### src/verilog/core_pkg.sv
`default_nettype none

package core_pkg;

    // major opcodes
    localparam logic [5:0] op_special = 6'h00;
    localparam logic [5:0] op_j       = 6'h02;
    localparam logic [5:0] op_beq     = 6'h04;
    localparam logic [5:0] op_bne     = 6'h05;
    localparam logic [5:0] op_ori     = 6'h0d;
    localparam logic [5:0] op_lui     = 6'h0f;
    localparam logic [5:0] op_daddiu  = 6'h19;

    // SPECIAL function codes
    localparam logic [5:0] fn_and     = 6'h24;
    localparam logic [5:0] fn_or      = 6'h25;
    localparam logic [5:0] fn_xor     = 6'h26;
    localparam logic [5:0] fn_slt     = 6'h2a;
    localparam logic [5:0] fn_daddu   = 6'h2d;
    localparam logic [5:0] fn_dsubu   = 6'h2f;

    // ALU operations
    localparam logic [2:0] alu_add    = 3'd0;
    localparam logic [2:0] alu_sub    = 3'd1;
    localparam logic [2:0] alu_and    = 3'd2;
    localparam logic [2:0] alu_or     = 3'd3;
    localparam logic [2:0] alu_xor    = 3'd4;
    localparam logic [2:0] alu_slt    = 3'd5;
    localparam logic [2:0] alu_lui    = 3'd6;

    localparam logic [63:0] reset_pc  = 64'h0000_0000_0000_0000;

    // one instruction word, read as register fields or as immediate fields
    typedef union packed {
        struct packed {
            logic [5:0] op;
            logic [4:0] rs;
            logic [4:0] rt;
            logic [4:0] rd;
            logic [4:0] shamt;
            logic [5:0] funct;
        } r;
        struct packed {
            logic [5:0]  op;
            logic [4:0]  rs;
            logic [4:0]  rt;
            logic [15:0] imm;
        } i;
    } inst_t;

endpackage

`default_nettype wire

### src/verilog/core_fetch.sv
`timescale 1ns/1ps
`default_nettype none

module core_fetch (
    input  logic        clock,
    input  logic        reset,
    input  logic        redirect,
    input  logic [63:0] redirect_pc,
    input  logic        ibus_ack,
    input  logic [31:0] ibus_dat,
    output logic        ibus_cyc,
    output logic        ibus_stb,
    output logic [63:0] ibus_adr,
    output logic        fetch_valid,
    output logic [31:0] fetch_inst,
    output logic [63:0] fetch_pc
);
    import core_pkg::*;

    logic [63:0] pc;
    logic [63:0] pc_next;
    logic        discard;
    logic        capture;

    assign ibus_stb = ibus_cyc;
    assign capture = ibus_cyc && ibus_ack;

    // decode takes a valid entry at every edge, so fetch_valid means consumed
    always_comb begin
        if (redirect) begin
            pc_next = redirect_pc;
        end else if (fetch_valid) begin
            pc_next = pc + 64'd4;
        end else begin
            pc_next = pc;
        end
    end

    always_ff @(posedge clock or posedge reset) begin
        if (reset) begin
            pc <= reset_pc;
            ibus_cyc <= 1'b0;
            discard <= 1'b0;
            fetch_valid <= 1'b0;
        end else begin
            pc <= pc_next;
            if (ibus_cyc) begin
                if (ibus_ack) begin
                    ibus_cyc <= 1'b0;
                    discard <= 1'b0;
                    // stale word from before a redirect never becomes valid
                    fetch_valid <= !(discard || redirect);
                end else if (redirect) begin
                    discard <= 1'b1;
                end
            end else begin
                // entry consumed or bus idle, open the next read
                fetch_valid <= 1'b0;
                ibus_cyc <= 1'b1;
            end
        end
    end

    // address is fixed for the whole bus cycle
    always_ff @(posedge clock) begin
        if (!ibus_cyc) begin
            ibus_adr <= pc_next;
        end
        if (capture) begin
            fetch_inst <= ibus_dat;
            fetch_pc <= ibus_adr;
        end
    end

endmodule

`default_nettype wire

### config.mk
export PLATFORM = sky130hd
export DESIGN_NAME = core_fetch
export DESIGN_NICKNAME = d
export VERILOG_FILES = /design/src/verilog/core_pkg.sv /design/src/verilog/core_fetch.sv
export SDC_FILE = /design/constraint.sdc
export NUM_CORES = 1
export LEC_CHECK = 0
export ABC_AREA = 1
export BUFFER_PORTS_ARGS = -buffer_cell sky130_fd_sc_hd__buf_2
export CORE_ASPECT_RATIO = 1.4
export CORE_MARGIN = 10
export CORE_UTILIZATION = 40
export CTS_BUF_LIST = sky130_fd_sc_hd__clkbuf_2
export CTS_CLUSTER_SIZE = 30
export DETAILED_ROUTE_END_ITERATION = 8
export HOLD_SLACK_MARGIN = 0.08
export PLACE_DENSITY = 0.77
export SYNTH_ARGS = -nofsm -noshare
export SYNTH_HDL_FRONTEND = slang
export SYNTH_SLANG_ARGS = --single-unit
### constraint.sdc
create_clock -name clock -period 2.8 [get_ports clock]
set_input_delay 0.14 -clock clock [delete_from_list [all_inputs] [get_ports clock]]
set_output_delay 0.14 -clock clock [all_outputs]
set_load 0.005 [all_outputs]
==> metrics.yaml <==
outcome: "complete, no violations"
rsz0062_at_grt: "no"
synthArstFlopShare_pct: 29.5
dp_slack_ns: 0.722
start_util_pct: 40.7
drtIter0Drc: 642
reg2reg_from: "fetch_valid$_DFFE_PP0P_"
worstPathArrival_ns: 3.22
syn_nets: 951
cpMostUsedCell: "nand2_1"
postCtsSetupBuffers: 0
fmax_mhz: 376
yosys.area_share.simple_pct: 23.6
ys_seq_area_share_pct: 68.4
port_buffers: 262
io_pins: 263
regToRegEndpoint: "ibus_adr[33]$_DFFE_PN_"
numCtsBuffers: 52
die_w_um: 150
min_from: "redirect_pc[59]"
wl_per_cell_um: 17.9
rrSetupSlack_ns: 0.14
hold_class: "in2reg"
syn-cell-area_um2: 9470
clock_path_buffers: 3
overflow: 0
rows: 66
syn_area_per_cell_um2: 11.1
routed_via_density: 4.81
cp_slowest_stage_delay_ns: 0.69
tightest_slew_ns: 0.695
via_count: 8549
crit_path_end_kind: "register"
layout_commonest_cell: "dlygate4sd3_1"
clkLatencyLatePin_ns: 0.86
synth.distinct_cells: 42
cts_tree: "built"
worstPathMaxFanout: 17
clk_pin_slew_ns: 0.10
dp_hpwl_um: 21000
synth_area_leaders: "edfxtp_1 (51%), dfrtp_1 (18%), nand2_1 (9.7%)"
slew_headroom_pct: 53.6
power_density_nw_per_um2: 507
synth_edf_count: 160
cts_root_buffer: "clkbuf_2"
timing_worst_setup_path_type: "reg2reg"
grt_max_degree: 87
syn_to_final_growth_pct: 51.4
tns_ns: 0
setup_violations: 0
die_h_um: 202
finalWirelength_um: 31900
period_needed_ns: 2.66
dieArea_um2: 30300
skew_ns: 0.0538
h-tree-depth: 2
drtPass1Iterations: 5
drive_gt1_share_pct: 28.4
synth_fa_ha_area_share_pct: 0.132
finalHoldViolations: 0
grt_pass1_vias: 9064
layout_common_cells: "dlygate4sd3_1 (268), buf_2 (262), nand2_1 (246)"
synth.area.mux_share_pct: 0
worst_ep_required_time_ns: 3.36
gp_congestion: 0.931
antenna_found_initial: 3
cap_viol_max_count: 0
drc_errors: 0
synth_top_family_by_area: "simple AND/OR/NAND/NOR gates"
cts_resized: 0
crit_family: "simple AND/OR/NAND/NOR gates"
path_buf_inv: 1
maxSlewViolCount: 0
fillers: 1857
fin_nets: 1526
crit_path_start_kind: "register"
p_leak_nw: 6.15
worstPathCellList: "nand2_1 > nor2_4 > nand2_4 > nor2_4 > nand2_4 > nor2_8 > nand2_1 > nand2_1 > nand2_1 > nand2_1 > nand2_1 > dlygate4sd3_1"
synth_compound_area_share_pct: 2.60
rr_worst_depth: 12
syn_inst: 850
min_to: "pc[59]$_DFF_PP0_"
fin_crit_sh_pct: 95.0
fin_ws_ns: 0.140
ir_worst_vdd_v: 0.000258
grt_usage_pct: 20.9
clock_sinks: 227
yosys_warnings: 0
yosysTopAreaCellShare_pct: 50.7
critPathSlowestCell: "dfrtp_1"
antenna_left: 0
ys_ff_latch: 227
fp.coreArea_um2: 23300
ys.flop_type: "edfxtp_1"
grt_pass1_wl_um: 49600
yosys.area.top_type: "edfxtp_1"
whs_path_depth: 5
synthXorXnorAreaFrac_pct: 1.94
worst reg2reg max path, delay by kind of cell, from the launching register on:
kind / cells / cell delay, ns
simple gates: 11 / 1.14
buf+inv: 1 / 0.57
flops: 1 / 0.69
Yosys cell counts, types with 3 or more instances:
cell and n:
nor2_1 78, or2_2 6, nor3_1 10, nor2_4 10, nand2_1 246, edfxtp_1 160, nand3_1 69, nand3b_1 3
nor2_2 19, a21oi_1 4, xnor2_1 3, or2_1 3, nand2_4 4, o21ai_0 16, o21ai_1 8, clkbuf_1 8
inv_1 56, xor2_1 18, dfrtp_1 67, o21bai_1 9, nand4_1 15, nand2_2 10
cell families after synthesis:
| kind of cell | Yosys count |
|---|---|
| flip-flops | 227 |
| XOR/XNOR | 21 |
| AO/OA/AOI/OAI | 42 |
| adder cells (fa/ha/maj) | 1 |
| AND/OR/NAND/NOR | 484 |
| buffers and inverters | 75 |
per-layer routing:
layer,part of all wire (%),vias to the layer above,GRT usage [%]
li1,-,4045,-
met2,55,335,38.3
met1,35,4087,22.2
met5,0,-,0
met3,6.3,82,4.47
met4,3.7,0,9.57
timing repair:
item | in CTS | in global routing
hold buffers | 268 | 0
endpoints found under the hold margin | 240 | 0
endpoints found under the setup margin | 0 | 0
final cells by class:
| type | count | area [µm²] | area share [%] |
|---|---|---|---|
| Antenna cell | 3 | 7.51 | 0.0523 |
| Clock buffer | 81 | 405 | 2.83 |
| Clock inverter | 17 | 95.1 | 0.663 |
| Inverter | 59 | 225 | 1.57 |
| Multi-Input combinational cell | 548 | 2670 | 18.6 |
| Sequential cell | 227 | 6480 | 45.2 |
| Tap cell | 306 | 383 | 2.67 |
| Timing Repair Buffer | 537 | 4070 | 28.4 |
sequential cells by signal, indices dropped and copies added, names as in the netlist:
signal	count
ibus_cyc	1
pc	64
ibus_adr	64
fetch_inst	32
discard	1
fetch_pc	64
fetch_valid	1
metrics by stage:
step	instance area (µm²)	cells	util (%)	power [W]	hold WS, ns
floorplan	9480	850	-	0.00442	0.239
global placement	11200	1409	47.9	0.00477	0.281
detailed placement	11200	1409	47.9	0.00479	0.296
CTS	14300	1775	61.6	0.00729	0.0891
global route	14300	1778	61.6	0.00764	0.117
finish	14300	1778	61.6	0.00728	0.141
power by group:
group	internal (W)	leakage (nW)	switching [W]	total, W
clock network	0.000865	0.390	0.00134	0.00221
registers	0.00389	2.34	0.000172	0.00406
logic	0.000525	3.42	0.000488	0.00101
total	0.00528	6.15	0.00200	0.00728
worst max-delay path by stage:
stage | from | endpoint | slack [ns] | depth (start not counted)
after floorplan | ibus_cyc$_DFF_PP0_ | fetch_inst[0]$_DFFE_PP_ | 0.44 | 2
after global placement | fetch_valid$_DFFE_PP0P_ | ibus_adr[33]$_DFFE_PN_ | 0.76 | 11
after detailed placement | fetch_valid$_DFFE_PP0P_ | ibus_adr[23]$_DFFE_PN_ | 0.72 | 9
after CTS | fetch_valid$_DFFE_PP0P_ | ibus_adr[33]$_DFFE_PN_ | 0.16 | 12
after global routing | fetch_valid$_DFFE_PP0P_ | ibus_adr[33]$_DFFE_PN_ | 0.008 | 12
final | fetch_valid$_DFFE_PP0P_ | ibus_adr[33]$_DFFE_PN_ | 0.14 | 12
(Power assumes the default switching activity.)
