### config.mk
export PLATFORM = sky130hd
export DESIGN_NAME = core_decode
export DESIGN_NICKNAME = d
export VERILOG_FILES = /design/src/verilog/core_pkg.sv /design/src/verilog/core_decode.sv /design/src/verilog/core_regfile.sv
export SDC_FILE = /design/constraint.sdc
export NUM_CORES = 2
export LEC_CHECK = 0
export BUFFER_PORTS_ARGS = -buffer_cell sky130_fd_sc_hd__buf_4
export CORE_MARGIN = 8
export CORE_UTILIZATION = 49
export CTS_CLUSTER_SIZE = 10
export DETAILED_ROUTE_END_ITERATION = 7
export PLACE_DENSITY = 0.66
export SLEW_MARGIN = 20
export SYNTH_ARGS = -nofsm -noshare
export SYNTH_HDL_FRONTEND = slang
export SYNTH_HIERARCHICAL = 1
export SYNTH_SLANG_ARGS = --single-unit
### constraint.sdc
create_clock -name clock -period 131.3 [get_ports clock]
set_clock_uncertainty 0.15 [all_clocks]
set_input_delay 0 -clock clock [delete_from_list [all_inputs] [get_ports clock]]
set_output_delay 0 -clock clock [all_outputs]
set_load 0.05 [all_outputs]
### src/verilog/core_pkg.sv
`default_nettype none

package core_pkg;

    // major opcodes
    localparam logic [5:0] op_special = 6'h00;
    localparam logic [5:0] op_j       = 6'h02;
    localparam logic [5:0] op_beq     = 6'h04;
    localparam logic [5:0] op_bne     = 6'h05;
    localparam logic [5:0] op_ori     = 6'h0d;
    localparam logic [5:0] op_lui     = 6'h0f;
    localparam logic [5:0] op_daddiu  = 6'h19;

    // SPECIAL function codes
    localparam logic [5:0] fn_and     = 6'h24;
    localparam logic [5:0] fn_or      = 6'h25;
    localparam logic [5:0] fn_xor     = 6'h26;
    localparam logic [5:0] fn_slt     = 6'h2a;
    localparam logic [5:0] fn_daddu   = 6'h2d;
    localparam logic [5:0] fn_dsubu   = 6'h2f;

    // ALU operations
    localparam logic [2:0] alu_add    = 3'd0;
    localparam logic [2:0] alu_sub    = 3'd1;
    localparam logic [2:0] alu_and    = 3'd2;
    localparam logic [2:0] alu_or     = 3'd3;
    localparam logic [2:0] alu_xor    = 3'd4;
    localparam logic [2:0] alu_slt    = 3'd5;
    localparam logic [2:0] alu_lui    = 3'd6;

    localparam logic [63:0] reset_pc  = 64'h0000_0000_0000_0000;

    // one instruction word, read as register fields or as immediate fields
    typedef union packed {
        struct packed {
            logic [5:0] op;
            logic [4:0] rs;
            logic [4:0] rt;
            logic [4:0] rd;
            logic [4:0] shamt;
            logic [5:0] funct;
        } r;
        struct packed {
            logic [5:0]  op;
            logic [4:0]  rs;
            logic [4:0]  rt;
            logic [15:0] imm;
        } i;
    } inst_t;

endpackage

`default_nettype wire

### src/verilog/core_decode.sv
`timescale 1ns/1ps
`default_nettype none

module core_decode (
    input  logic           clock,
    input  logic           reset,
    input  logic           fetch_valid,
    input  core_pkg::inst_t fetch_inst,
    input  logic [63:0]    fetch_pc,
    input  logic           redirect,
    input  logic           wb_valid,
    input  logic [4:0]     wb_regnum,
    input  logic [63:0]    wb_data,
    output logic           id_valid,
    output logic [2:0]     id_alu_op,
    output logic           id_b_imm,
    output logic [63:0]    id_imm,
    output logic [63:0]    id_a_data,
    output logic [63:0]    id_b_data,
    output logic [4:0]     id_rs,
    output logic [4:0]     id_rt,
    output logic [4:0]     id_wregnum,
    output logic           id_write_enable,
    output logic           id_beq,
    output logic           id_bne,
    output logic           id_jump,
    output logic [63:0]    id_branch_target,
    output logic [63:0]    id_jump_target,
    output logic           id_reserved,
    output logic [63:0]    id_pc
);
    import core_pkg::*;

    logic [2:0]  alu_op;
    logic        b_imm;
    logic [63:0] imm;
    logic [4:0]  wregnum;
    logic        write_enable;
    logic        beq;
    logic        bne;
    logic        jump;
    logic        reserved;
    logic        take;
    logic [63:0] rf_a_data;
    logic [63:0] rf_b_data;
    logic [63:0] a_data;
    logic [63:0] b_data;
    logic [63:0] branch_target;
    logic [63:0] jump_target;

    core_regfile u_regfile (
        .clock       (clock),
        .reset       (reset),
        .read_a_num  (fetch_inst.i.rs),
        .read_b_num  (fetch_inst.i.rt),
        .write_enable(wb_valid),
        .write_num   (wb_regnum),
        .write_data  (wb_data),
        .read_a_data (rf_a_data),
        .read_b_data (rf_b_data)
    );

    always_comb begin
        alu_op = alu_add;
        b_imm = 1'b1;
        write_enable = 1'b1;
        wregnum = fetch_inst.i.rt;
        beq = 1'b0;
        bne = 1'b0;
        jump = 1'b0;
        reserved = 1'b0;
        case (fetch_inst.r.op)
            op_special: begin
                b_imm = 1'b0;
                wregnum = fetch_inst.r.rd;
                case (fetch_inst.r.funct)
                    fn_daddu: alu_op = alu_add;
                    fn_dsubu: alu_op = alu_sub;
                    fn_and:   alu_op = alu_and;
                    fn_or:    alu_op = alu_or;
                    fn_xor:   alu_op = alu_xor;
                    fn_slt:   alu_op = alu_slt;
                    default:  reserved = 1'b1;
                endcase
            end
            op_daddiu: alu_op = alu_add;
            op_ori:    alu_op = alu_or;
            op_lui:    alu_op = alu_lui;
            op_beq: begin
                beq = 1'b1;
                b_imm = 1'b0;
                write_enable = 1'b0;
            end
            op_bne: begin
                bne = 1'b1;
                b_imm = 1'b0;
                write_enable = 1'b0;
            end
            op_j: begin
                jump = 1'b1;
                write_enable = 1'b0;
            end
            default: reserved = 1'b1;
        endcase
        // r0 writes are dropped here
        if (reserved || wregnum == 5'd0) begin
            write_enable = 1'b0;
        end

        case (fetch_inst.i.op)
            op_ori:  imm = {48'd0, fetch_inst.i.imm};
            op_lui:  imm = {{32{fetch_inst.i.imm[15]}}, fetch_inst.i.imm, 16'd0};
            default: imm = {{48{fetch_inst.i.imm[15]}}, fetch_inst.i.imm};
        endcase
    end

    // no delay slot, so targets are relative to this instruction
    assign branch_target = fetch_pc + 64'd4 + {{46{fetch_inst.i.imm[15]}}, fetch_inst.i.imm, 2'b00};
    assign jump_target = {fetch_pc[63:28], fetch_inst.i.rs, fetch_inst.i.rt, fetch_inst.i.imm, 2'b00};

    // value being written back this cycle is not in the regfile yet
    assign a_data = (wb_valid && wb_regnum == fetch_inst.i.rs) ? wb_data : rf_a_data;
    assign b_data = (wb_valid && wb_regnum == fetch_inst.i.rt) ? wb_data : rf_b_data;

    assign take = fetch_valid && !redirect;

    always_ff @(posedge clock or posedge reset) begin
        if (reset) begin
            id_valid <= 1'b0;
            id_write_enable <= 1'b0;
            id_beq <= 1'b0;
            id_bne <= 1'b0;
            id_jump <= 1'b0;
            id_reserved <= 1'b0;
        end else begin
            // bubble on redirect or empty fetch
            id_valid <= take;
            id_write_enable <= take && write_enable;
            id_beq <= take && beq;
            id_bne <= take && bne;
            id_jump <= take && jump;
            id_reserved <= take && reserved;
        end
    end

    always_ff @(posedge clock) begin
        id_alu_op <= alu_op;
        id_b_imm <= b_imm;
        id_imm <= imm;
        id_a_data <= a_data;
        id_b_data <= b_data;
        id_rs <= fetch_inst.i.rs;
        id_rt <= fetch_inst.i.rt;
        id_wregnum <= wregnum;
        id_branch_target <= branch_target;
        id_jump_target <= jump_target;
        id_pc <= fetch_pc;
    end

endmodule

`default_nettype wire

### src/verilog/core_regfile.sv
`timescale 1ns/1ps
`default_nettype none

module core_regfile (
    input  logic        clock,
    input  logic        reset,
    input  logic [4:0]  read_a_num,
    input  logic [4:0]  read_b_num,
    input  logic        write_enable,
    input  logic [4:0]  write_num,
    input  logic [63:0] write_data,
    output logic [63:0] read_a_data,
    output logic [63:0] read_b_data
);
    logic [63:0] regs [31:1];

    // register zero is not stored
    assign read_a_data = (read_a_num == 5'd0) ? 64'd0 : regs[read_a_num];
    assign read_b_data = (read_b_num == 5'd0) ? 64'd0 : regs[read_b_num];

    always_ff @(posedge clock or posedge reset) begin
        if (reset) begin
            for (int i = 1; i < 32; i++) begin
                regs[i] <= 64'd0;
            end
        end else if (write_enable && write_num != 5'd0) begin
            regs[write_num] <= write_data;
        end
    end

endmodule

`default_nettype wire

==> impl_metrics.env <==
export IMPL_hold_start="fetch_inst[12]"
export IMPL_power_density_nw_per_um2=15.8
export IMPL_worst_skew_pair_late_latency_ns=0.95
export IMPL_hold_viol=0
export IMPL_clock_fmax_mhz=182
export IMPL_final_cells=12200
export IMPL_cts_tree="built"
export IMPL_grt_pass1_vias=84400
export IMPL_whs_endpoint="id_write_enable"
export IMPL_p_total_mw=2.16
export IMPL_grt_usage_pct=32.2
export IMPL_hold_class="input pin to register"
export IMPL_min_period_ns=5.50
export IMPL_worstRegToRegCells=5
export IMPL_cts_root_buffer="clkbuf_16"
export IMPL_dp_cells=11400
export IMPL_ys_seq_area_share_pct=47.0
export IMPL_synth_top_area_share_pct=41.6
export IMPL_place_area_um2=125000
export IMPL_num_rows=181
export IMPL_totalWireLength_um=430000
export IMPL_vias=82900
export IMPL_drt_drc_violations_left=0
export IMPL_peakVddDrop_mv=0.0162
export IMPL_synth_top_area_cell="dfrtp_1"
export IMPL_syn_cell_area_um2=120000
export IMPL_area_delta_synth_final_pct=13.8
export IMPL_die_h_um=510
export IMPL_h_tree_depth=5
export IMPL_status="complete, no violations"
export IMPL_ys_ff_latch=2311
export IMPL_final_util_pct=56.1
export IMPL_grt_antenna_before_repair=27
export IMPL_cp_slowest_cell="buf_4"
export IMPL_maxCapViolCount=0
export IMPL_worstPathRequired_ns=132.07
export IMPL_crit_type="input pin to async pin"
export IMPL_timing_setup_tns_ns=0
export IMPL_cp_start_kind="input pin"
export IMPL_setup_worst_path_end_class="async pin"
export IMPL_fin_area_um2=136000
export IMPL_slew_violations=0
export IMPL_yosys_warnings=6
export IMPL_synth_cell_types=93
export IMPL_leakagePower_nw=60.0
export IMPL_num_nets_final=9143
export IMPL_place_gp_congestion=0.910
export IMPL_synth_avg_cell_area_um2=14.2
export IMPL_fp_dieArea_um2=260000
export IMPL_post_cts_repair_setup_buffers=0
export IMPL_postSynthCellCount=8417
export IMPL_slowest_delay_ns=0.88
export IMPL_drive_above_1_share_pct=43.8
export IMPL_nFillCells=19200
export IMPL_critPathArrivalTime_ns=6.27
export IMPL_async_flop_share_pct=86.1
export IMPL_routedWlPerCell_um=35.1
export IMPL_synth_main_ff_cell="dfrtp_1"
export IMPL_clk_path_buf_depth=4
export IMPL_clock_sinks=2311
export IMPL_r2r_slack_ns=129.23
export IMPL_crit_top_cell="buf_4"
export IMPL_grt_pass1_wl_um=616000
export IMPL_coreArea_um2=243000
export IMPL_portBuffers=576
export IMPL_drtIter0Drc=8964
export IMPL_routed_via_density=6.77
export IMPL_grt_max_degree=172
export IMPL_cp_cell_sequence="dlygate4sd3_1 > buf_4 > dlygate4sd3_1 > inv_8 > buf_4 > buf_4 > buf_12 > buf_4 > buf_4"
export IMPL_worstMarginPinSlew_ns=1.25
export IMPL_post_route_period_util_pct=4.19
export IMPL_ios=579
export IMPL_final_setup_viol_count=0
export IMPL_synth_most_common_cell="mux2_2"
export IMPL_start_util_pct=49.3
export IMPL_critPathMaxFanout=159
export IMPL_dr_pass1_iters=8
export IMPL_rsz0062_at_grt="false"
export IMPL_synthTopCellsByArea="dfrtp_1 (42%), mux2_2 (20%), mux4_2 (13%), dfxtp_1 (5.4%), mux2i_1 (5.0%)"
export IMPL_slew_headroom_pct=16.6
export IMPL_hpwlAfterDp_um=249000
export IMPL_synth_cells_most_frequent="mux2_2 (2109), dfrtp_1 (1990), mux4_2 (690)"
export IMPL_synth_edff_count=0
export IMPL_r2r_start="u_regfile/regs[447]"
export IMPL_regToRegEndpoint="id_b_data[63]"
export IMPL_cts_reportedPaths_clkPinSlew_ns=0.05
export IMPL_fin_ws_ns=125.80
export IMPL_hold_path_depth=5
export IMPL_antenna_left=0
export IMPL_numCtsBuffers=288
export IMPL_dpl_worst_slack_ns=125.87
export IMPL_grt_overflow_total=0
export IMPL_hold_ws_ns=0.0555
export IMPL_dieWidth_um=510
[report_power, final]
part	switching [mW]	internal [mW]	leakage, nW	total [mW]
registers	0.108	0.846	28.1	0.955
clock network	0.299	0.421	3.94	0.721
logic	0.236	0.247	27.9	0.483
total	0.644	1.52	60.0	2.16
[sequential cells by signal, summed over array words and instances, names as in the netlist]
signal,count
id_a_data,64
id_alu_op,3
id_b_data,64
id_b_imm,1
id_beq,1
id_bne,1
id_branch_target,62
id_imm,32
id_jump,1
id_jump_target,19
id_pc,63
id_reserved,1
id_rs,4
id_rt,4
id_valid,1
id_wregnum,5
id_write_enable,1
u_regfile/regs,1984
[timing repair]
action                    4_1_cts  5_1_grt
hold endpoints to repair     2715        0
gates resized for setup         0        0
hold buffers                  320        0
[layout by cell type, fill, tap and decap left out, types with 65 or more instances in the layout]
cell           instances
a21oi_1              144
a221oi_1             122
a22oi_1              283
buf_4                718
clkbuf_1             145
clkbuf_16            298
dfrtp_1             1990
dfxtp_1              321
dlygate4sd3_1        311
ha_1                 121
mux2_1                69
mux2_2              2109
mux2i_1              598
mux4_2               690
nand2_1               65
nand2b_1             101
nand3_1               84
o211ai_1              68
o221ai_1              68
o22ai_1               72
[worst max-delay path by stage]
stage                     slack (ns)              endpoint  startpoint  cells past startpoint
after floorplan                75.11     u_regfile/regs[0]       reset                      1
after global placement        126.06  u_regfile/regs[1509]       reset                      7
after detailed placement      125.87  u_regfile/regs[1509]       reset                      7
after CTS                     125.63   u_regfile/regs[235]       reset                      9
after global routing          124.97   u_regfile/regs[162]       reset                      9
final                         125.80  u_regfile/regs[1633]       reset                      9
[metal layers]
metal / vias to the layer above / track usage [%] / routed length (µm)
met5: - / 0 / 80
met4: 12 / 18.3 / 28600
met3: 1234 / 6.98 / 37700
met2: 4532 / 51.2 / 199000
met1: 44000 / 40.9 / 164000
li1: 33000 / - / -
[worst max-delay path: cells and delay by family]
family	cells	cell delay (ns)
buffers and inverters	9	5.88
[logic make-up (layout without fill, tap and decap cells)]
group	after synthesis	in the layout	synth area share (%)
compound gates	990	990	6.14
xor+xnor	72	72	0.527
fa+ha+maj	122	122	1.28
buf+inv	940	1544	4.19
flops	2311	2311	47.0
mux	3466	3466	38.5
other cells	1	18	0.00313
simple gates	515	515	2.43
[final cells by class]
class                      count  area [µm²]  share of cell area, %
inverter                      25         101                 0.0744
clock inverter                11         111                 0.0817
multi-input combinational   5167       58800                   43.2
tap                         3202        4010                   2.94
sequential                  2311       56200                   41.3
timing repair buffer        1058        8880                   6.51
antenna                       16        40.0                 0.0294
clock buffer                 450        8100                   5.94
No activity file was read; power rests on OpenSTA's default activity.
